==> src/rx_dsp_pkg.sv <==
package rx_dsp_pkg;

   localparam int ADC_W      = 14;
   localparam int IQ_W       = 24;
   localparam int CORDIC_W   = 26;  // Two guard bits for CORDIC gain
   localparam int OUT_W      = 16;
   localparam int MAX_STAGES = 16;

   typedef struct packed {
      logic signed [IQ_W-1:0] i;
      logic signed [IQ_W-1:0] q;
   } iq_t;

   // Output word, I in the upper half
   typedef struct packed {
      logic [OUT_W-1:0] i;
      logic [OUT_W-1:0] q;
   } sample_t;

   // arctan(2^-k) in units of 2^-32 turn
   localparam logic [31:0] CORDIC_ATAN [0:MAX_STAGES-1] = '{
      32'h2000_0000, 32'h12e4_051e, 32'h09fb_385b, 32'h0511_11d4,
      32'h028b_0d43, 32'h0145_d7e1, 32'h00a2_f61e, 32'h0051_7c55,
      32'h0028_be53, 32'h0014_5f2f, 32'h000a_2f98, 32'h0005_17cc,
      32'h0002_8be6, 32'h0001_45f3, 32'h0000_a2fa, 32'h0000_517d
   };

endpackage

==> src/rx_regs_pkg.sv <==
package rx_regs_pkg;

   // Wishbone classic request, held by the master until ack
   typedef struct packed {
      logic        cyc;
      logic        stb;
      logic        we;
      logic [2:0]  adr;   // Word address
      logic [31:0] dat;
   } wb_req_t;

   typedef struct packed {
      logic        ack;
      logic [31:0] dat;
   } wb_rsp_t;

   typedef struct packed {
      logic [31:0]        phase_inc;
      logic signed [15:0] scale_i;
      logic signed [15:0] scale_q;
      logic [7:0]         decim;     // Samples per output word
      logic signed [13:0] ofs_a;
      logic signed [13:0] ofs_b;
      logic [1:0]         sel_i;
      logic [1:0]         sel_q;
      logic [1:0]         gpio_ena;  // Bit 0 for I, bit 1 for Q
   } rx_cfg_t;

   localparam logic [2:0] REG_PHASE_INC = 3'd0;
   localparam logic [2:0] REG_SCALE     = 3'd1;  // {scale_i, scale_q}
   localparam logic [2:0] REG_DECIM     = 3'd2;
   localparam logic [2:0] REG_OFS_A     = 3'd3;
   localparam logic [2:0] REG_OFS_B     = 3'd4;
   localparam logic [2:0] REG_MUX       = 3'd5;  // {sel_q, sel_i}
   localparam logic [2:0] REG_GPIO      = 3'd6;
   localparam logic [2:0] REG_STATUS    = 3'd7;  // Sticky {ovf_b, ovf_a}

   // Source codes, 2 and 3 give a zero path
   localparam logic [1:0] SEL_ADC_A = 2'd0;
   localparam logic [1:0] SEL_ADC_B = 2'd1;

endpackage
==> src/rx_decimator.sv <==
`timescale 1ns/1ps

module rx_decimator #(
   parameter int DECIM_W = 8
) (
   input  logic                 clk,
   input  logic                 rst,
   input  logic                 run_i,
   input  rx_regs_pkg::rx_cfg_t cfg_i,
   input  rx_dsp_pkg::iq_t      iq_i,
   input  logic                 valid_i,
   input  logic [15:0]          io_rx_i,
   output rx_dsp_pkg::sample_t  sample_o,
   output logic                 strobe_o
);

   localparam int ACC_W = 32;
   localparam int OUT_W = rx_dsp_pkg::OUT_W;

   logic [DECIM_W-1:0]      cnt_q;
   logic [DECIM_W-1:0]      last_cnt;
   logic signed [ACC_W-1:0] acc_i_q;
   logic signed [ACC_W-1:0] acc_q_q;
   logic signed [ACC_W-1:0] sum_i;
   logic signed [ACC_W-1:0] sum_q;
   logic [OUT_W-1:0]        rnd_i;
   logic [OUT_W-1:0]        rnd_q;
   logic                    dump;
   rx_dsp_pkg::sample_t     sample_q;
   logic                    strobe_q;

   function automatic logic [OUT_W-1:0] round_sum(input logic signed [ACC_W-1:0] s);
      logic [ACC_W-1:0] r;
      r = s + (ACC_W'(1) << (ACC_W - OUT_W - 1));  // Add half an output LSB
      return r[ACC_W-1 -: OUT_W];
   endfunction

   assign last_cnt = DECIM_W'(cfg_i.decim) - 1'b1;
   assign dump     = valid_i && (cnt_q == last_cnt);
   assign sum_i    = acc_i_q + iq_i.i;
   assign sum_q    = acc_q_q + iq_i.q;

   // GPIO bits take over the LSBs when enabled
   always_comb
   begin
      rnd_i = round_sum(sum_i);
      rnd_q = round_sum(sum_q);
      if (cfg_i.gpio_ena[0])
         rnd_i[0] = io_rx_i[15];
      if (cfg_i.gpio_ena[1])
         rnd_q[0] = io_rx_i[14];
   end

   always_ff @(posedge clk)
   begin
      if (rst || !run_i)
      begin
         cnt_q    <= '0;
         acc_i_q  <= '0;
         acc_q_q  <= '0;
         strobe_q <= 1'b0;
      end
      else
      begin
         strobe_q <= dump;
         if (dump)  // Restart with the next sample
         begin
            cnt_q   <= '0;
            acc_i_q <= '0;
            acc_q_q <= '0;
         end
         else if (valid_i)
         begin
            cnt_q   <= cnt_q + 1'b1;
            acc_i_q <= sum_i;
            acc_q_q <= sum_q;
         end
      end
   end

   always_ff @(posedge clk)
   begin
      if (dump)
         sample_q <= '{i: rnd_i, q: rnd_q};
   end

   assign sample_o = sample_q;
   assign strobe_o = strobe_q;

endmodule

==> config.mk <==
export PLATFORM = sky130hd
export DESIGN_NAME = rx_decimator
export DESIGN_NICKNAME = d
export VERILOG_FILES = /design/src/rx_dsp_pkg.sv /design/src/rx_regs_pkg.sv /design/src/rx_decimator.sv
export SDC_FILE = /design/constraint.sdc
export NUM_CORES = 1
export LEC_CHECK = 0
export BUFFER_PORTS_ARGS = -buffer_cell sky130_fd_sc_hd__buf_2
export CAP_MARGIN = 20
export CELL_PAD_IN_SITES_DETAIL_PLACEMENT = 0
export CELL_PAD_IN_SITES_GLOBAL_PLACEMENT = 2
export CORE_MARGIN = 8
export CORE_UTILIZATION = 34
export DETAILED_ROUTE_END_ITERATION = 16
export HOLD_SLACK_MARGIN = 0.08
export PLACE_DENSITY = 0.95
export SYNTH_ARGS = -nofsm -noshare
export SYNTH_HDL_FRONTEND = slang
export SYNTH_SLANG_ARGS = --single-unit
export TNS_END_PERCENT = 1
==> constraint.sdc <==
create_clock -name clk -period 11.7 [get_ports clk]
set_input_delay 2.34 -clock clk [delete_from_list [all_inputs] [get_ports clk]]
set_output_delay 2.34 -clock clk [all_outputs]
set_load 0.005 [all_outputs]
==> out/results.ini <==
[sta]
max_clock_freq_mhz = 168
hold_viol_final = 0
setup_viol = 0
fin_worst_skew_ps = 9.12
slew_viol_final = 0
hold_ws_ps = 486
slew_headroom_pct = 43.6
period_share_pct = 50.8
rsz0062_at_grt = false
min_period_ps = 5950
setup_ws_ps = 5750
setup_tns_ps = 0
tightest_slew_ps = 846

[synth]
synth_area_um2 = 7900
ys_seq_elements = 105
yosys_warnings = 0
synth_edf_count = 32
ys_async_sr_fraction_pct = 0
syn_area_per_cell_um2 = 8.80
yosysSeqAreaShare_pct = 30.7
ys.flop_type = dfxtp_1
synth_cells = 897
synth_cell_type_count = 80
synth_fp_nets = 1139

[clock_tree]
cts_resized = 0
clock-sinks = 105
htreeDepth = 3
cts_hold_buffers = 0
cts_setup_buffers = 0
cts_buffers = 9
clock_path_buffers = 2
cts_tree = done
path_clk_slew_ps = 80
ctsRootBufferMaster = clkbuf_16
insertion_delay_ps = 350

[layout]
areaGrowthSynthToFinish_pct = 12.9
layout-drive-gt1-share_pct = 16.1
final_common_cell = nor2_1
antenna_cells = 0
fillers = 2297
fin_cells = 1271
fin_nets = 1223
layout_common_cells = nor2_1 (121), buf_2 (95), a21oi_1 (82)

[global_route]
grt_pass1_vias = 6700
globalRouteOverflowTotal = 0
grt_max_degree = 73
grt_pass1_wl_mm = 33.1
grt_antenna_before_repair = 2
grt_usage_pct = 14.0
gr-usage-met2_pct = 24.2
grt_use_met3_pct = 2.50
use_met1_pct = 17.7
gr-max-usage-layer = met2

[setup_path]
path_max_fanout = 4
reg2reg_from = acc_q_q[0]
start_kind = input pin
worst_ep_required_time_ps = 11790
cp_data_arrival_time_ps = 6040
rr_endpoint = sample_o[15]
r2r_cells = 13
crit_chain = buf_2 -> ha_1 -> fa_1 -> a211oi_1 -> o21ai_1 -> o21ai_0 -> o221ai_1 -> a21o_1 -> xor2_1 -> ha_1 -> nand3_1 -> nor3_1 -> nand4_1 -> xor2_1
endpoint_kind = flop
slowest_stage = fa_1
crit_buf_inv = 1
crit_family = compound AO/OA/AOI/OAI gates
reg2reg_slack_ps = 7540
critPathKind = input pin to flop
cp_slowest_stage_delay_ps = 440

[pwr]
ir_drop_mv = 0.0573
powerDensity_nw_per_um2 = 106
total_power_w = 0.000944
power_leakage_nw = 3.83

[floorplanning]
start_util_pct = 34.8
dieWidth_um = 168
io_pins = 207
core-area_um2 = 22700
die_h_um = 168
rows = 55
die_area_um2 = 28400

[route]
drtIter0Drc = 242
first_pass_iters = 5
ant_nets = 0
drc = 0
routed_via_density = 5.21
post_drt_wl_per_cell_um = 15.4
route.vias.total = 6627
wl_mm = 19.6

[job]
maxCapViolCount = 0

[worst_hold_path]
worstHoldPathCells = 2
whs_endpoint = acc_i_q[24]
hp-start = acc_i_q[24]
hp-class = flop to flop

[run_status]
status = completed

[placement]
finalWeightedCongestion = 0.839
placed_cells = 1255
portBuffers = 96
hpwl_mm = 15.1
dp_slack_ps = 5430

[report_power, final]
group          leakage [nW]  switching (W)  internal, W  total [W]
logic                  2.81       0.000144     0.000102   0.000246
clock network         0.137       0.000154     0.000149   0.000302
registers             0.882     0.00000603     0.000389   0.000395
[sequential cells by signal (all words and copies together), names as in the netlist]
name      count
acc_q_q      32
acc_i_q      32
sample_o     32
strobe_o      1
cnt_q         8
[routing by layer]
layer | vias to the layer above | wire length (µm)
met4 | 4 | 230
met5 | - | 34
met3 | 18 | 681
li1 | 3456 | -
met1 | 3054 | 9460
met2 | 95 | 9150
[worst max path at each step]
stage / from / to / slack, ps / cells past startpoint
final: iq_i[0] / sample_o[15] / 5750 / 14
after CTS: iq_i[0] / sample_o[15] / 5780 / 14
after global routing: iq_i[0] / sample_o[15] / 5470 / 14
after global placement: iq_i[0] / sample_o[15] / 5430 / 14
after detailed placement: iq_i[0] / sample_o[15] / 5430 / 14
after floorplan: iq_i[0] / sample_o[15] / 6260 / 13
[worst reg2reg max path: cells and delay by family, from the launching register on]
family / cells / cell delay [ps]
compound gates: 5 / 1300
xor+xnor: 2 / 570
fa+ha+maj: 3 / 990
flops: 1 / 320
simple gates: 3 / 730
[Yosys cell counts (4+ instances only)]
library cell | number | share of area [%]
edfxtp_1 | 32 | 12
and4_1 | 5 | 0.55
o21ai_1 | 5 | 0.32
a211oi_2 | 6 | 0.95
a211oi_1 | 15 | 1.4
a21oi_1 | 82 | 5.2
o21ai_0 | 30 | 1.9
nand3_1 | 19 | 1.2
or4_1 | 4 | 0.38
ha_1 | 66 | 10
buf_2 | 8 | 0.51
a31oi_1 | 5 | 0.40
a21oi_2 | 5 | 0.55
mux2i_1 | 48 | 6.1
o211ai_1 | 10 | 0.95
nor3_1 | 13 | 0.82
inv_1 | 25 | 1.2
nor2_1 | 121 | 5.8
and2_1 | 8 | 0.63
xnor2_1 | 61 | 6.8
nor4_1 | 4 | 0.32
o2111ai_1 | 4 | 0.44
xor2_1 | 33 | 3.7
nand2_1 | 65 | 3.1
clkbuf_1 | 15 | 0.71
dfxtp_1 | 73 | 19
nand4_1 | 14 | 1.1
a21o_1 | 20 | 1.9
o21bai_1 | 8 | 0.76
and3_1 | 9 | 0.71
nand2b_1 | 4 | 0.32
[kinds of logic (layout without fill, tap and decap cells)]
family	Yosys count	in the layout	synth area share, %
flip-flops	105	105	30.7
buffers and inverters	51	140	2.82
AO/OA/AOI/OAI	230	230	19.9
adder cells (fa/ha/maj)	68	68	11.0
AND/OR/NAND/NOR	298	298	18.6
XOR/XNOR	95	95	10.6
multiplexers	50	50	6.37
[stage by stage]
step / utilization, % / cell area [µm²]
6_report: 39.3 / 8910
5_1_grt: 39.3 / 8910
4_1_cts: 39.3 / 8910
3_5_place_dp: 38.0 / 8630
3_3_place_gp: 38.0 / 8630
2_1_floorplan: - / 7900
[area by class of cell]
type                    instances  area (µm²)  share of cell area (%)
multi-input cells             741        5250                    58.9
flip-flops and latches        105        2420                    27.2
well taps                     285         357                    4.00
inverters                      25        93.8                    1.05
clock buffers                   9         225                    2.53
repair buffers                 99         505                    5.67
clock inverters                 7        60.1                   0.674
No activity file was read; power rests on OpenSTA's default activity.
