$ cat config.mk
export PLATFORM = sky130hd
export DESIGN_NAME = rx_cordic_mixer
export DESIGN_NICKNAME = d
export VERILOG_FILES = /design/src/rx_dsp_pkg.sv /design/src/rx_regs_pkg.sv /design/src/rx_cordic_mixer.sv
export SDC_FILE = /design/constraint.sdc
export NUM_CORES = 2
export LEC_CHECK = 0
export BUFFER_PORTS_ARGS = -buffer_cell sky130_fd_sc_hd__buf_4
export CAP_MARGIN = 5
export CORE_MARGIN = 2
export CORE_UTILIZATION = 35
export CTS_CLUSTER_SIZE = 24
export DETAILED_ROUTE_END_ITERATION = 8
export SYNTH_ARGS = -nofsm -noshare
export SYNTH_HDL_FRONTEND = slang
export SYNTH_SLANG_ARGS = --single-unit
export TNS_END_PERCENT = 5
$ cat constraint.sdc
create_clock -name clk -period 4.95 [get_ports clk]
set_input_delay 0.99 -clock clk [delete_from_list [all_inputs] [get_ports clk]]
set_output_delay 0.99 -clock clk [all_outputs]
set_load 0.05 [all_outputs]
$ cat src/rx_dsp_pkg.sv
package rx_dsp_pkg;

   localparam int ADC_W      = 14;
   localparam int IQ_W       = 24;
   localparam int CORDIC_W   = 26;  // Two guard bits for CORDIC gain
   localparam int OUT_W      = 16;
   localparam int MAX_STAGES = 16;

   typedef struct packed {
      logic signed [IQ_W-1:0] i;
      logic signed [IQ_W-1:0] q;
   } iq_t;

   // Output word, I in the upper half
   typedef struct packed {
      logic [OUT_W-1:0] i;
      logic [OUT_W-1:0] q;
   } sample_t;

   // arctan(2^-k) in units of 2^-32 turn
   localparam logic [31:0] CORDIC_ATAN [0:MAX_STAGES-1] = '{
      32'h2000_0000, 32'h12e4_051e, 32'h09fb_385b, 32'h0511_11d4,
      32'h028b_0d43, 32'h0145_d7e1, 32'h00a2_f61e, 32'h0051_7c55,
      32'h0028_be53, 32'h0014_5f2f, 32'h000a_2f98, 32'h0005_17cc,
      32'h0002_8be6, 32'h0001_45f3, 32'h0000_a2fa, 32'h0000_517d
   };

endpackage

$ cat src/rx_regs_pkg.sv
package rx_regs_pkg;

   // Wishbone classic request, held by the master until ack
   typedef struct packed {
      logic        cyc;
      logic        stb;
      logic        we;
      logic [2:0]  adr;   // Word address
      logic [31:0] dat;
   } wb_req_t;

   typedef struct packed {
      logic        ack;
      logic [31:0] dat;
   } wb_rsp_t;

   typedef struct packed {
      logic [31:0]        phase_inc;
      logic signed [15:0] scale_i;
      logic signed [15:0] scale_q;
      logic [7:0]         decim;     // Samples per output word
      logic signed [13:0] ofs_a;
      logic signed [13:0] ofs_b;
      logic [1:0]         sel_i;
      logic [1:0]         sel_q;
      logic [1:0]         gpio_ena;  // Bit 0 for I, bit 1 for Q
   } rx_cfg_t;

   localparam logic [2:0] REG_PHASE_INC = 3'd0;
   localparam logic [2:0] REG_SCALE     = 3'd1;  // {scale_i, scale_q}
   localparam logic [2:0] REG_DECIM     = 3'd2;
   localparam logic [2:0] REG_OFS_A     = 3'd3;
   localparam logic [2:0] REG_OFS_B     = 3'd4;
   localparam logic [2:0] REG_MUX       = 3'd5;  // {sel_q, sel_i}
   localparam logic [2:0] REG_GPIO      = 3'd6;
   localparam logic [2:0] REG_STATUS    = 3'd7;  // Sticky {ovf_b, ovf_a}

   // Source codes, 2 and 3 give a zero path
   localparam logic [1:0] SEL_ADC_A = 2'd0;
   localparam logic [1:0] SEL_ADC_B = 2'd1;

endpackage
$ cat src/rx_cordic_mixer.sv
`timescale 1ns/1ps

module rx_cordic_mixer #(
   parameter int STAGES = 16
) (
   input  logic                 clk,
   input  logic                 rst,
   input  logic                 run_i,
   input  rx_regs_pkg::rx_cfg_t cfg_i,
   input  rx_dsp_pkg::iq_t      iq_i,
   input  logic                 valid_i,
   output rx_dsp_pkg::iq_t      iq_o,
   output logic                 valid_o
);

   localparam int CW   = rx_dsp_pkg::CORDIC_W;
   localparam int IQ_W = rx_dsp_pkg::IQ_W;

   logic [31:0]          phase_q;
   logic signed [CW-1:0] x_in;
   logic signed [CW-1:0] y_in;
   logic signed [CW-1:0] x_q [0:STAGES];
   logic signed [CW-1:0] y_q [0:STAGES];
   logic signed [31:0]   z_q [0:STAGES-1];
   logic [STAGES:0]      vld_q;

   assign x_in = {{(CW-IQ_W){iq_i.i[IQ_W-1]}}, iq_i.i};
   assign y_in = {{(CW-IQ_W){iq_i.q[IQ_W-1]}}, iq_i.q};

   // Phase of the current sample, zero for the first one after run
   always_ff @(posedge clk)
   begin
      if (rst || !run_i)
         phase_q <= '0;
      else if (valid_i)
         phase_q <= phase_q + cfg_i.phase_inc;
   end

   // Quarter turn pre-rotation
   always_ff @(posedge clk)
   begin
      case (phase_q[31:30])
         2'd0:
         begin
            x_q[0] <= x_in;
            y_q[0] <= y_in;
         end
         2'd1:
         begin
            x_q[0] <= -y_in;
            y_q[0] <= x_in;
         end
         2'd2:
         begin
            x_q[0] <= -x_in;
            y_q[0] <= -y_in;
         end
         default:
         begin
            x_q[0] <= y_in;
            y_q[0] <= -x_in;
         end
      endcase
      z_q[0] <= {2'b00, phase_q[29:0]};  // Residual below a quarter turn
   end

   for (genvar k = 0; k < STAGES; k++)
   begin : g_stage
      always_ff @(posedge clk)
      begin
         if (z_q[k][31])  // Overshot, rotate back
         begin
            x_q[k+1] <= x_q[k] + (y_q[k] >>> k);
            y_q[k+1] <= y_q[k] - (x_q[k] >>> k);
         end
         else
         begin
            x_q[k+1] <= x_q[k] - (y_q[k] >>> k);
            y_q[k+1] <= y_q[k] + (x_q[k] >>> k);
         end
      end

      // Last stage needs no angle update
      if (k < STAGES - 1)
      begin : g_angle
         always_ff @(posedge clk)
         begin
            if (z_q[k][31])
               z_q[k+1] <= z_q[k] + rx_dsp_pkg::CORDIC_ATAN[k];
            else
               z_q[k+1] <= z_q[k] - rx_dsp_pkg::CORDIC_ATAN[k];
         end
      end
   end

   always_ff @(posedge clk)
   begin
      if (rst || !run_i)
         vld_q <= '0;
      else
         vld_q <= {vld_q[STAGES-1:0], valid_i};
   end

   // Halve to offset the CORDIC gain
   assign iq_o    = '{i: x_q[STAGES][IQ_W:1], q: y_q[STAGES][IQ_W:1]};
   assign valid_o = vld_q[STAGES];

endmodule

==> summary.md <==
| Metric | Value |
|---|---|
| Fin crit share | `0.917` |
| Final WL | `232000 um` |
| Final setup viols | `0` |
| Asr flop ratio synth | `0` |
| Leading area contributor after synthesis | `dfxtp_1` |
| Most used cells in the layout excluding fill and tap cells | `1389 x dfxtp_1, 1281 x ha_1, 1181 x a21oi_1, 1070 x xnor2_1, 1015 x nor2_1` |
| Max FO, Critical Path | `5` |
| Placed cell area | `~100000 um^2` |
| Hold WC Path Type | `reg2reg` |
| WS Path Type | `reg2reg` |
| Met1 WL | `107000 um` |
| Die Y | `535 um` |
| Sequential-to-total area share from yosys stat | `0.285` |
| Initial antenna violation count | `11` |
| Final min period | `4.54 ns` |
| Clk_skew | `0.0646 ns` |
| Starting Density | `0.352` |
| Met2 WL post-DR | `111000 um` |
| DRC Markers | `0` |
| CTS tree | `done` |
| Vias in the first global route | `75100` |
| Slowest-stage cell, CP | `a2111oi_2` |
| Top delay family on crit path | `compound AO/OA/AOI/OAI gates` |
| TritonCTS Sinks | `approximately 1400` |
| Final hold vios | `0` |
| Port bufs | `132` |
| Post-Place Cells | `15200` |
| Post-synthesis cell count | `between 10000 and 15000` |
| Ys Warns | `0` |
| Layout Area Growth over Synthesis | `11.6%` |
| Top routing layer used | `met4` |
| Post-synth EDFFs | `0` |
| DP HPWL | `186000 um` |
| Slew of the pin with the lowest slew margin | `1.00 ns` |
| Synth area leaders | `dfxtp_1 28%, ha_1 16%, xnor2_1 9.5%, a21oi_1 6.0%, xor2_1 4.3%` |
| MaxCap Viol Count | `0` |
| Required @ worst endpoint | `5.63 ns` |
| Max_slew headroom | `0.330` |
| Ys flop type | `dfxtp_1` |
| Status | `completed` |
| Final Cell Area | `between 100000 and 150000 um^2` |
| Largest net degree at the start of global routing | `85` |
| Die Span X | `535 um` |
| Via density | `5.09` |
| H-tree depth | `4` |
| CP most frequent cell | `nor3_1` |
| Bufs on Longest Clock Path | `4` |
| First-pass GRT wire length | `382000 um` |
| Worst Path Buf+Inv | `1` |
| Critical path data arrival time | `5.22 ns` |
| Vias | `79000` |
| Site Rows | `between 150 and 200` |
| Reg clk slew, reported paths | `0.07 ns` |
| Net count after synthesis | `12900` |
| CP startpoint kind | `register` |
| Setup bufs post-CTS | `0` |
| Num CTS Buffers | `168` |
| Max incr delay on CP | `0.45 ns` |
| Synth top area share | `0.285` |
| Unique masters post-synth | `85` |
| Share of layout cells above drive strength 1 | `0.0592` |
| Critical-path cell list | `nor3_1, nand2b_1, nor3_1, nand2_1, nor2_1, nor2_1, xor2_1, ha_1, nand2_1, o21ai_0, nor3_1, a2111oi_2, buf_4, a311oi_2, o21ai_0, a31oi_1, o21bai_1, and4_1, a311oi_1, xnor2_1` |
| Routed Antenna Nets | `0` |
| Root Driver | `clkbuf_16` |
| Fillers | `28300` |
| Worst skew pair latency | `a little over 0.8 ns` |
| Commonest non-fill, non-tap cell in the layout | `dfxtp_1` |
| GRT Overall Usage | `0.158` |
| Initial DRC count | `between 4000 and 5000` |
| Gpl congestion | `0.888` |
| Wire per inst | `15.0 um` |
| Synth Register Bits | `between 1000 and 1500` |
| Max-slew violations | `0` |
| Setup crit end kind | `register` |
| Sum of negative setup slack | `0 ns` |
| Max Clock Freq | `220 MHz` |
| DIE AREA | `~290000 um^2` |
| Nets@finish | `13200` |
| Initial DRT Pass Iterations | `6` |
| Syn Area/Cell | `8.62 um^2` |
| Ports | `207` |
| Total global routing overflow | `0` |
| Met3 wire length | `7230 um` |
| Final std cells w/o fill | `15500` |
| Core Area | `around 280000 um^2` |
| Synthesized area | `~100000 um^2` |
## Yosys cell counts, types with 25 or more instances
cell type / number
a211o_1: 35
a211oi_1: 90
a21boi_0: 51
a21o_1: 425
a21oi_1: 1181
a221oi_1: 37
a31o_2: 25
a31oi_1: 127
and2_1: 69
and3_1: 85
and4_1: 28
buf_1: 28
clkbuf_1: 164
dfxtp_1: 1404
fa_1: 46
ha_1: 1281
inv_1: 528
mux2_2: 60
mux2i_1: 91
nand2_1: 524
nand2b_1: 211
nand3_1: 181
nand4_1: 74
nor2_1: 1015
nor2b_1: 197
nor3_1: 314
nor3b_1: 28
nor4_1: 68
o211ai_1: 41
o21a_1: 181
o21ai_0: 565
o21bai_1: 138
o31a_1: 26
o31ai_1: 60
o41ai_1: 37
or2_2: 40
or3_1: 85
xnor2_1: 1070
xor2_1: 484
## repair_timing
action                                  in CTS  in global routing
endpoints found under the setup margin       0                  2
gates resized for setup                      0                  3
hold buffers                                 0                  0
## area by class of cell
| cell class | instances | area, um^2 | share of cell area |
|---|---|---|---|
| Clock buffer | 222 | 4700 | 0.0427 |
| Multi-Input combinational cell | 9316 | 67800 | 0.616 |
| Inverter | 531 | 1990 | 0.0181 |
| Antenna cell | 9 | 22.5 | 0.000205 |
| Tap cell | 3724 | 4660 | 0.0423 |
| Clock inverter | 68 | 922 | 0.00837 |
| Sequential cell | 1404 | 28100 | 0.255 |
| Timing Repair Buffer | 247 | 1870 | 0.0170 |
## sequential cells by signal, indices dropped and copies added (netlist names)
signal / count
y_q: 439
x_q: 440
phase_q: 32
z_q: 476
vld_q: 17
## through the flow
step / worst slack, ns / hold slack, ns / util
after global routing: -0.0119 / 0.328 / 0.393
after floorplan: 0.756 / 0.310 / -
after CTS: 0.218 / 0.324 / 0.393
after global placement: 0.252 / 0.311 / 0.373
final: 0.409 / 0.322 / 0.393
after detailed placement: 0.258 / 0.312 / 0.373
## worst paths after layout
kind	from	to	slack [ns]	depth (start not counted)
setup / recovery	y_q[6][10]	x_q[7][25]	0.41	20
hold / removal	z_q[0][4]	z_q[1][4]	0.32	0
setup reg to reg	y_q[6][10]	x_q[7][25]	0.41	20
hold reg to reg	z_q[0][4]	z_q[1][4]	0.32	0
## per-layer routing
metal  up-vias  track usage
li1      41600            -
met1     35900        0.200
met2      1177        0.278
met3       357       0.0167
met4         0       0.0497
met5         -            0
## cells by family after synthesis
family	count (synthesis)	synth area share
DFF	1404	0.285
xor gates and xnor gates	1555	0.138
buffers and inverters	726	0.0278
and+or+nand+nor	3005	0.148
AOI/OAI and AO/OA	3255	0.208
muxes	174	0.0213
adders and majority gates	1327	0.172
Power is not shown: default switching activity piles up to over one toggle a cycle in this logic, so the estimate is an artifact.
