[config.mk]
export PLATFORM = sky130hd
export DESIGN_NAME = rx_ctrl_regs
export DESIGN_NICKNAME = d
export VERILOG_FILES = /design/src/rx_regs_pkg.sv /design/src/rx_ctrl_regs.sv
export SDC_FILE = /design/constraint.sdc
export NUM_CORES = 1
export LEC_CHECK = 0
export BUFFER_PORTS_ARGS = -buffer_cell sky130_fd_sc_hd__buf_2
export CELL_PAD_IN_SITES_DETAIL_PLACEMENT = 1
export CELL_PAD_IN_SITES_GLOBAL_PLACEMENT = 1
export CORE_MARGIN = 3
export CORE_UTILIZATION = 43
export DETAILED_ROUTE_END_ITERATION = 10
export GPL_TIMING_DRIVEN = 0
export PLACE_DENSITY = 0.82
export SLEW_MARGIN = 20
export SYNTH_ARGS = -nofsm -noshare
export SYNTH_HDL_FRONTEND = slang
export SYNTH_SLANG_ARGS = --single-unit
[constraint.sdc]
create_clock -name clk -period 6.8 [get_ports clk]
set_input_delay 1.02 -clock clk [delete_from_list [all_inputs] [get_ports clk]]
set_output_delay 1.02 -clock clk [all_outputs]
set_load 0.02 [all_outputs]
[src/rx_regs_pkg.sv]
package rx_regs_pkg;

   // Wishbone classic request, held by the master until ack
   typedef struct packed {
      logic        cyc;
      logic        stb;
      logic        we;
      logic [2:0]  adr;   // Word address
      logic [31:0] dat;
   } wb_req_t;

   typedef struct packed {
      logic        ack;
      logic [31:0] dat;
   } wb_rsp_t;

   typedef struct packed {
      logic [31:0]        phase_inc;
      logic signed [15:0] scale_i;
      logic signed [15:0] scale_q;
      logic [7:0]         decim;     // Samples per output word
      logic signed [13:0] ofs_a;
      logic signed [13:0] ofs_b;
      logic [1:0]         sel_i;
      logic [1:0]         sel_q;
      logic [1:0]         gpio_ena;  // Bit 0 for I, bit 1 for Q
   } rx_cfg_t;

   localparam logic [2:0] REG_PHASE_INC = 3'd0;
   localparam logic [2:0] REG_SCALE     = 3'd1;  // {scale_i, scale_q}
   localparam logic [2:0] REG_DECIM     = 3'd2;
   localparam logic [2:0] REG_OFS_A     = 3'd3;
   localparam logic [2:0] REG_OFS_B     = 3'd4;
   localparam logic [2:0] REG_MUX       = 3'd5;  // {sel_q, sel_i}
   localparam logic [2:0] REG_GPIO      = 3'd6;
   localparam logic [2:0] REG_STATUS    = 3'd7;  // Sticky {ovf_b, ovf_a}

   // Source codes, 2 and 3 give a zero path
   localparam logic [1:0] SEL_ADC_A = 2'd0;
   localparam logic [1:0] SEL_ADC_B = 2'd1;

endpackage
[src/rx_ctrl_regs.sv]
`timescale 1ns/1ps

module rx_ctrl_regs #(
   parameter int DECIM_W = 8
) (
   input  logic                 clk,
   input  logic                 rst,
   input  rx_regs_pkg::wb_req_t wb_req_i,
   input  logic                 adc_ovf_a_i,
   input  logic                 adc_ovf_b_i,
   output rx_regs_pkg::wb_rsp_t wb_rsp_o,
   output rx_regs_pkg::rx_cfg_t cfg_o
);

   rx_regs_pkg::rx_cfg_t cfg_q;
   logic                 ack_q;
   logic [31:0]          rdat;
   logic [31:0]          rdat_q;
   logic [1:0]           ovf_q;     // {ovf_b, ovf_a}
   logic                 access;
   logic                 wr;
   logic [DECIM_W-1:0]   decim_wr;

   // New request only while ack is low
   assign access   = wb_req_i.cyc & wb_req_i.stb & ~ack_q;
   assign wr       = access & wb_req_i.we;
   assign decim_wr = wb_req_i.dat[DECIM_W-1:0];

   always_ff @(posedge clk)
   begin
      if (rst)
      begin
         ack_q <= 1'b0;
         cfg_q <= '0;
      end
      else
      begin
         ack_q <= access;
         if (wr)
         begin
            case (wb_req_i.adr)
               rx_regs_pkg::REG_PHASE_INC: cfg_q.phase_inc <= wb_req_i.dat;
               rx_regs_pkg::REG_SCALE:
               begin
                  cfg_q.scale_i <= wb_req_i.dat[31:16];
                  cfg_q.scale_q <= wb_req_i.dat[15:0];
               end
               rx_regs_pkg::REG_DECIM:     cfg_q.decim <= 8'(decim_wr);
               rx_regs_pkg::REG_OFS_A:     cfg_q.ofs_a <= wb_req_i.dat[13:0];
               rx_regs_pkg::REG_OFS_B:     cfg_q.ofs_b <= wb_req_i.dat[13:0];
               rx_regs_pkg::REG_MUX:
               begin
                  cfg_q.sel_i <= wb_req_i.dat[1:0];
                  cfg_q.sel_q <= wb_req_i.dat[3:2];
               end
               rx_regs_pkg::REG_GPIO:      cfg_q.gpio_ena <= wb_req_i.dat[1:0];
               default: ;                  // Status handled below
            endcase
         end
      end
   end

   // Sticky overflow, a status write clears but a same-cycle overflow still lands
   always_ff @(posedge clk)
   begin
      if (rst)
         ovf_q <= '0;
      else if (wr && wb_req_i.adr == rx_regs_pkg::REG_STATUS)
         ovf_q <= {adc_ovf_b_i, adc_ovf_a_i};
      else
         ovf_q <= ovf_q | {adc_ovf_b_i, adc_ovf_a_i};
   end

   always_comb
   begin
      rdat = '0;
      case (wb_req_i.adr)
         rx_regs_pkg::REG_PHASE_INC: rdat = cfg_q.phase_inc;
         rx_regs_pkg::REG_SCALE:     rdat = {cfg_q.scale_i, cfg_q.scale_q};
         rx_regs_pkg::REG_DECIM:     rdat[DECIM_W-1:0] = DECIM_W'(cfg_q.decim);
         rx_regs_pkg::REG_OFS_A:     rdat[13:0] = cfg_q.ofs_a;
         rx_regs_pkg::REG_OFS_B:     rdat[13:0] = cfg_q.ofs_b;
         rx_regs_pkg::REG_MUX:       rdat[3:0] = {cfg_q.sel_q, cfg_q.sel_i};
         rx_regs_pkg::REG_GPIO:      rdat[1:0] = cfg_q.gpio_ena;
         default:                    rdat[1:0] = ovf_q;
      endcase
   end

   always_ff @(posedge clk)
   begin
      if (access)
         rdat_q <= rdat;  // Presented with ack
   end

   assign wb_rsp_o = '{ack: ack_q, dat: rdat_q};
   assign cfg_o    = cfg_q;

endmodule

==> impl_metrics.yaml, run 1 <==
outcome:
  status: "complete, no violations"
layout:
  syn_to_final_growth_pct: 28.4
  nets: 775
  antenna_cells: 0
  n_fill_cell: 1567
  post-route-util_pct: 56.6
  layout-drive-gt1-share_pct: 33.1
sta:
  setup_violations: 0
  hold_ws_ps: 494
  drv_slew: 0
  timing.fmax_mhz: 445
  hold_violations: 0
  layout_min_cycle_time_ps: 2250
  slew_headroom_pct: 54.7
  fin_ws_ps: 4550
  rsz0062_at_grt: "no"
  tightest_slew_ps: 679
  finalSetupTns_ps: 0
  clock_skew_ps: 5.62
  fin_crit_sh_pct: 33.1
clock_network:
  cts_tree: "built"
  clk_pin_slew_ps: 60
  cts_buffer_depth: 2
  cts_inserted_buffers: 17
  insertion_delay_ps: 430
  cts-resized-gates: 0
  h-tree-depth: 4
  cts_setup_buffers: 0
  clkSinkCount: 141
  clk_root_buffer_cell: "clkbuf_16"
  cts_hold_buf: 0
grt:
  antenna_found_initial: 0
  grt_max_degree: 20
  grt_pass1_vias: 5473
  track_usage_pct: 25.9
  grt_pass1_wl_um: 31500
  overflow: 0
place:
  preCtsSetupSlack_ps: 4130
  portBuffers: 177
  hpwlAfterDp_um: 14200
  place.gp.congestion: 0.793
routing:
  routed_wl_um: 20400
  vias_per_cell: 5.49
  post_drt_wl_per_cell_um: 22.1
  num_vias: 5082
  dr.pass1.iters: 5
  drt_iter0_drc: 390
  ant_nets: 0
  drc: 0
synthesis:
  synth.area.top_cells: "dfxtp_1 36%, mux2i_1 17%, edfxtp_1 16%"
  synthTopCellsByCount: "139 x nand2b_1, 109 x dfxtp_1, 107 x mux2i_1"
  netlist_instances: 536
  syn_avg_cell_area_um2: 11.5
  synth_async_sr_flop_share_pct: 0
  netlist_area_um2: 6140
  synth_most_common_cell: "nand2b_1"
  netlist.area_leader.share_pct: 35.5
  syn_nets: 578
  synth_seq_cells: 141
  yosysTopAreaCell: "dfxtp_1"
  yosysWarnings: 0
  ys.flop_type: "dfxtp_1"
  yosysUniqueCellTypes: 35
  ys_seq_area_share_pct: 51.2
  synth-edff-count: 32
worst_setup_path:
  path_cells: "buf_4 -> clkbuf_1 -> clkbuf_1 -> o22ai_1"
  cp-start-kind: "primary input"
  cp_slowest_cell: "clkbuf_1"
  timing.critical_path.mode_cell: "clkbuf_1"
  crit_family: "buffers and inverters"
  critPathArrivalTime_ps: 2390
  r2r_slack_ps: 5070
  worstPathRequired_ps: 6940
  crit_fanout: 10
  max_stage_delay_ps: 520
  critPathCaptureType: "flop"
  timing_worst_setup_path_type: "primary input to flop"
  crit_buf_inv: 3
die:
  die_x_um: 125
  dieArea_um2: 15700
  core.rowCount: 43
  start_util_pct: 44.1
  core_area_um2: 13900
  io_pins: 181
  die_h_um: 125
pwr:
  ir_worst_vdd_mv: 0.180
  p_leak_nw: 3.73
  power_density_nw_per_um2: 248
  power_mw: 1.95
worst_hold_path:
  hp-class: "flop to flop"
run:
  maxCapViolCount: 0
## power breakdown
group	internal [mW]	switching [mW]	leakage (nW)	total, mW
clock	0.579	0.363	0.287	0.942
combinational	0.0493	0.0867	2.26	0.136
sequential	0.868	0.00709	1.18	0.875
total	1.50	0.457	3.73	1.95
## final cells by class
class	count	area, um2	area share (%)
Clock buffer	22	485	6.16
Inverter	3	11.3	0.143
Timing Repair Buffer	178	913	11.6
Clock inverter	10	111	1.41
Sequential cell	141	3140	39.9
Tap cell	180	225	2.86
Buffer	41	239	3.03
Multi-Input combinational cell	351	2750	34.9
## cell usage in the layout, fill, tap and decap left out, types with 2 or more instances in the layout
cell / n
a21oi_1: 4
a22o_1: 18
a22oi_1: 26
and2_1: 2
buf_1: 2
buf_2: 184
buf_4: 4
buf_6: 8
bufinv_16: 2
clkbuf_1: 21
clkbuf_16: 18
clkbuf_8: 2
clkinv_2: 4
clkinvlp_4: 3
dfxtp_1: 109
edfxtp_1: 32
inv_1: 3
mux2_2: 10
mux2i_1: 107
nand2_1: 2
nand2_2: 2
nand2b_1: 139
nand3_1: 4
nor2_1: 3
nor2b_1: 5
nor3b_2: 2
o21ai_0: 3
o221ai_1: 4
o22ai_1: 9
## logic make-up (layout without fill, tap and decap cells)
logic type             count (synthesis)  count (layout)  synth area share (%)
buffers and inverters                 44             254                  4.08
AO/OA/AOI/OAI                         65              65                  7.95
flip-flops                           141             141                  51.2
multiplexers                         117             117                  19.3
AND/OR/NAND/NOR                      169             169                  17.5
## layer usage
| layer | track usage [%] | wire length, um |
|---|---|---|
| met4 | 9.57 | 515 |
| met2 | 44.2 | 10000 |
| met1 | 31.7 | 8710 |
| met5 | 0 | 0 |
| met3 | 6.15 | 1210 |
## worst min-delay path, stage by stage (launching register included)
cell      delay [ps]
dfxtp_1          320
nand2b_1          70
mux2i_1           60
## state kept, by name (all words and copies together), names as in the netlist
signal,flops
ack_q,1
cfg_o,106
ovf_q,2
rdat_q,32
## worst paths after layout
path / startpoint / end / cells past startpoint
setup / recovery: wb_req_i[33] / rdat_q[11] / 4
hold / removal: cfg_o[17] / cfg_o[17] / 2
setup reg to reg: ack_q / cfg_o[103] / 5
hold reg to reg: cfg_o[17] / cfg_o[17] / 2
## through the flow
stage / cells / instance area [um2]
6_report: 926 / 7880
5_1_grt: 926 / 7880
4_1_cts: 926 / 7880
3_5_place_dp: 894 / 7280
3_3_place_gp: 893 / 7250
2_1_floorplan: 536 / 6140
No activity file was read; power rests on OpenSTA's default activity.
==> inputs of run 2 (changes only) <==
- CORE_UTILIZATION: 43 -> 40
- PLACE_DENSITY: 0.82 -> 0.77
- clock period: 6.8 -> 2.3 ns (I/O delays scaled with it)
==> impl_metrics.yaml, run 2 (same netlist as run 1, synthesis figures left out) <==
clock_network:
  insertion_delay_ps: 420
  cts_tree: "built"
  clk_pin_slew_ps: 60
  clkSinkCount: 141
  cts_buffer_depth: 2
  cts-resized-gates: 0
  h-tree-depth: 4
  clk_root_buffer_cell: "clkbuf_16"
  cts_inserted_buffers: 17
  cts_setup_buffers: 0
  cts_hold_buf: 0
sta:
  timing.fmax_mhz: 600
  rsz0062_at_grt: "no"
  layout_min_cycle_time_ps: 1670
  fin_crit_sh_pct: 72.5
  slew_headroom_pct: 53.2
  drv_slew: 0
  finalSetupTns_ps: 0
  clock_skew_ps: 7.76
  setup_violations: 0
  hold_violations: 0
  tightest_slew_ps: 701
die:
  die_h_um: 130
  start_util_pct: 41.6
  dieArea_um2: 16900
  core.rowCount: 44
  core_area_um2: 14800
  io_pins: 181
  die_x_um: 130
worst_setup_path:
  critPathCaptureType: "flop"
  worstPathRequired_ps: 2630
  timing.critical_path.mode_cell: "buf_6"
  max_stage_delay_ps: 420
  r2r_slack_ps: 630
  timing_worst_setup_path_type: "flop to flop"
  cp_slowest_cell: "dfxtp_1"
  critPathArrivalTime_ps: 2000
  cp-start-kind: "flop"
  path_cells: "and4b_1 -> buf_6 -> nand2_2 -> buf_6 -> mux2i_1"
  crit_fanout: 10
place:
  place.gp.congestion: 0.822
  portBuffers: 177
  dpl_cell_area_um2: 7290
  hpwlAfterDp_um: 14300
grt:
  overflow: 0
  antenna_found_initial: 0
  grt_pass1_vias: 5235
  grt_max_degree: 20
  grt_pass1_wl_um: 30300
  track_usage_pct: 23.7
pwr:
  pwr-share-comb_pct: 7.2
  power_mw: 5.56
  ir_worst_vdd_mv: 0.528
  p_seq_share_pct: 46.5
  power_density_nw_per_um2: 710
  p_int_mw: 4.22
  clock_power_share_pct: 46.3
  swShare_pct: 24.1
  power.switching_mw: 1.34
  p_leak_nw: 3.70
layout:
  syn_to_final_growth_pct: 27.6
  layout_commonest_cell: "buf_2"
  final_cell_mix: "184 x buf_2, 139 x nand2b_1, 109 x dfxtp_1"
  largest_reg_flops: 106
  nets: 775
  layout-drive-gt1-share_pct: 33.0
  fin_area_um2: 7840
  antenna_cells: 0
routing:
  drt_iter0_drc: 263
  num_vias: 4993
  vias_per_cell: 5.37
  drc: 0
  post_drt_wl_per_cell_um: 21.7
  dr.pass1.iters: 5
  routed_wl_um: 20200
  ant_nets: 0
outcome:
  status: "complete, no violations"
run:
  maxCapViolCount: 0
worst_hold_path:
  hp-class: "primary input to flop"
-- run 2: final cells by class --
cell class / instances / area [um2]
inverter: 3 / 11.3
buffer: 41 / 239
timing repair buffer: 178 / 913
clock buffer: 21 / 450
multi-input combinational: 351 / 2750
fill: 1653 / 6920
tap: 184 / 230
clock inverter: 11 / 95.1
sequential: 141 / 3140
-- run 2: routing by layer --
metal  GRT usage, %  share of wire [%]  vias to the layer above
met5              0                  0                        -
met4           8.01                1.7                        0
met3           4.26                5.9                       20
met2           39.7                 48                      195
met1           31.1                 44                     2493
li1               -                  -                     2285
-- run 2: worst paths after layout --
path	start	end	cells after the start
worst max-delay path	ack_q	cfg_o[92]	5
worst min-delay path	adc_ovf_b_i	ovf_q[1]	3
worst max register to register	ack_q	cfg_o[92]	5
worst min register to register	cfg_o[76]	cfg_o[76]	2
-- run 2: power by group through the flow --
stage | logic, mW | registers, mW | clock network, mW
3_5_place_dp | 0.401 | 2.64 | 0
3_3_place_gp | 0.383 | 2.64 | 0
2_1_floorplan | 0.185 | 2.68 | 0
5_1_grt | 0.426 | 2.59 | 2.71
4_1_cts | 0.404 | 2.59 | 2.60
6_report | 0.401 | 2.59 | 2.57
-- run 2: per-stage QoR --
step,cells,utilization [%],hold slack [ps],worst slack [ps]
finish,930,53.1,177,632
global route,930,53.1,179,534
CTS,930,53.1,168,609
detailed placement,898,49.4,486,263
global placement,897,49.2,463,-1160
floorplan,536,-,451,115
-- run 2: worst max-delay path, delay by kind of cell (launching register included) --
family / cells / cell delay [ps]
flops: 1 / 420
mux: 1 / 250
simple gates: 2 / 520
buf+inv: 2 / 390
==> inputs of run 3 (changes only) <==
- ABC_AREA: default -> 1
- CORE_UTILIZATION: 40 -> 36
- PLACE_DENSITY: 0.77 -> 0.76
- clock period: 2.3 -> 1.6 ns (I/O delays scaled with it)
==> impl_metrics.yaml, run 3 <==
routing:
  drt_iter0_drc: 230
  vias_per_cell: 4.64
  drc: 0
  ant_nets: 0
  dr.pass1.iters: 4
  post_drt_wl_per_cell_um: 16.5
  routed_wl_um: 20800
  num_vias: 5848
place:
  place.gp.congestion: 0.751
  hpwlAfterDp_um: 14900
  dpl_cell_area_um2: 7200
  portBuffers: 178
synthesis:
  ys.flop_type: "dfxtp_1"
  netlist_area_um2: 6010
  synth-edff-count: 32
  syn_avg_cell_area_um2: 7.36
  yosysUniqueCellTypes: 21
  ys_seq_area_share_pct: 52.3
  yosysTopAreaCell: "dfxtp_1"
  synthTopCellsByCount: "297 x nand2_1, 235 x nor2_1, 109 x dfxtp_1"
  synth_async_sr_flop_share_pct: 0
  synth_most_common_cell: "nand2_1"
  yosysWarnings: 0
  syn_nets: 858
  netlist.area_leader.share_pct: 36.3
  netlist_instances: 816
  synth.area.top_cells: "dfxtp_1 36%, nand2_1 19%, edfxtp_1 16%"
  synth_seq_cells: 141
clock_network:
  clkSinkCount: 141
  clk_pin_slew_ps: 60
  cts_buffer_depth: 2
  insertion_delay_ps: 420
  h-tree-depth: 4
  cts_tree: "built"
  cts_inserted_buffers: 17
  clk_root_buffer_cell: "clkbuf_16"
layout:
  syn_to_final_growth_pct: 34.0
  fin_area_um2: 8060
  seqCellArea_um2: 3140
  layout-drive-gt1-share_pct: 25.8
  layout_commonest_cell: "nand2_1"
  n_fill_cell: 2111
  antenna_cells: 0
  final_cell_mix: "297 x nand2_1, 232 x nor2_1, 185 x buf_2"
  largest_reg_flops: 106
  multi_input_area_um2: 2430
  nets: 1072
  post-route-util_pct: 50.0
die:
  core_area_um2: 16100
  die_x_um: 135
  die_h_um: 135
  core.rowCount: 46
  dieArea_um2: 18300
  io_pins: 181
  start_util_pct: 37.3
sta:
  setup_violations: 0
  slew_headroom_pct: 52.5
  timing.fmax_mhz: 667
  layout_min_cycle_time_ps: 1500
  drv_slew: 0
  hold_violations: 0
  tightest_slew_ps: 713
  clock_skew_ps: 8.31
  fin_crit_sh_pct: 93.7
  hold_ws_ps: 49.9
worst_setup_path:
  critPathArrivalTime_ps: 1860
  crit_fanout: 8
  critPathCaptureType: "flop"
  timing_worst_setup_path_type: "flop to flop"
  r2r_slack_ps: 100
  cp-start-kind: "flop"
  worstPathRequired_ps: 1960
grt:
  track_usage_pct: 22.9
  overflow: 0
  grt_pass1_vias: 5909
  grt_max_degree: 24
  antenna_found_initial: 0
  grt_pass1_wl_um: 32200
run:
  maxCapViolCount: 0
pwr:
  p_leak_nw: 3.95
  ir_worst_vdd_mv: 0.786
  power_density_nw_per_um2: 1120
outcome:
  status: "complete, no violations"
worst_hold_path:
  hp-class: "primary input to flop"
## run 3: worst paths after layout
| kind | from | to | cells past startpoint |
|---|---|---|---|
| worst max register to register | ack_q | cfg_o[37] | 7 |
| worst min register to register | ovf_q[1] | ovf_q[1] | 2 |
| worst max-delay path | ack_q | cfg_o[37] | 7 |
| worst min-delay path | rst | ovf_q[1] | 2 |
## run 3: critical path: stages, from the launching register on
cell	delay (ps)
dfxtp_1	360
inv_2	80
nand4_4	210
buf_6	210
nor2_4	200
buf_2	220
nor2_1	50
nor2_1	100
## run 3: final cells by class
| type | count | area share (%) |
|---|---|---|
| multi-input cells | 585 | 30.2 |
| flip-flops and latches | 141 | 39.0 |
| repair buffers | 195 | 13.1 |
| clock inverters | 11 | 2.94 |
| clock buffers | 21 | 5.59 |
| well taps | 216 | 3.36 |
| inverters | 50 | 2.36 |
| plain buffers | 40 | 3.45 |
## run 3: what timing repair did
item                                    in CTS  in global routing
hold buffers                                 0                  0
pin swaps                                    2                  2
setup buffers                                6                  9
cloned                                       0                  1
endpoints found under the setup margin      30                 49
gates resized for setup                      0                  9
## run 3: routing by layer
layer  share of wire [%]  vias to the layer above  GRT usage, %
li1                    -                     2931             -
met1                  44                     2738          29.2
met2                  49                      154          39.3
met3                 6.0                       25          4.98
met4                 1.6                        0          6.05
met5                   0                        -             0
## run 3: stage by stage
step / setup TNS, ps / worst slack, ps / instances / power [mW]
floorplan: 0 / 235 / 816 / 4.17
global placement: -11400 / -288 / 1210 / 4.41
detailed placement: -6740 / -204 / 1211 / 4.42
CTS: 0 / 32.5 / 1249 / 9.07
global route: -0.567 / -0.567 / 1259 / 9.31
finish: 0 / 100 / 1259 / 9.02
## run 3: logic make-up (layout without fill, tap and decap cells)
group / count (synthesis) / after routing / share of synthesized area (%)
DFF: 141 / 141 / 52.3
and+or+nand+nor: 565 / 565 / 37.4
buffers and inverters: 90 / 317 / 7.47
AOI/OAI and AO/OA: 20 / 20 / 2.79
## run 3: where the power goes
| part | internal, mW | total (mW) | switching (mW) |
|---|---|---|---|
| clock network | 3.12 | 4.66 | 1.54 |
| registers | 3.70 | 3.74 | 0.0368 |
| logic | 0.192 | 0.612 | 0.420 |
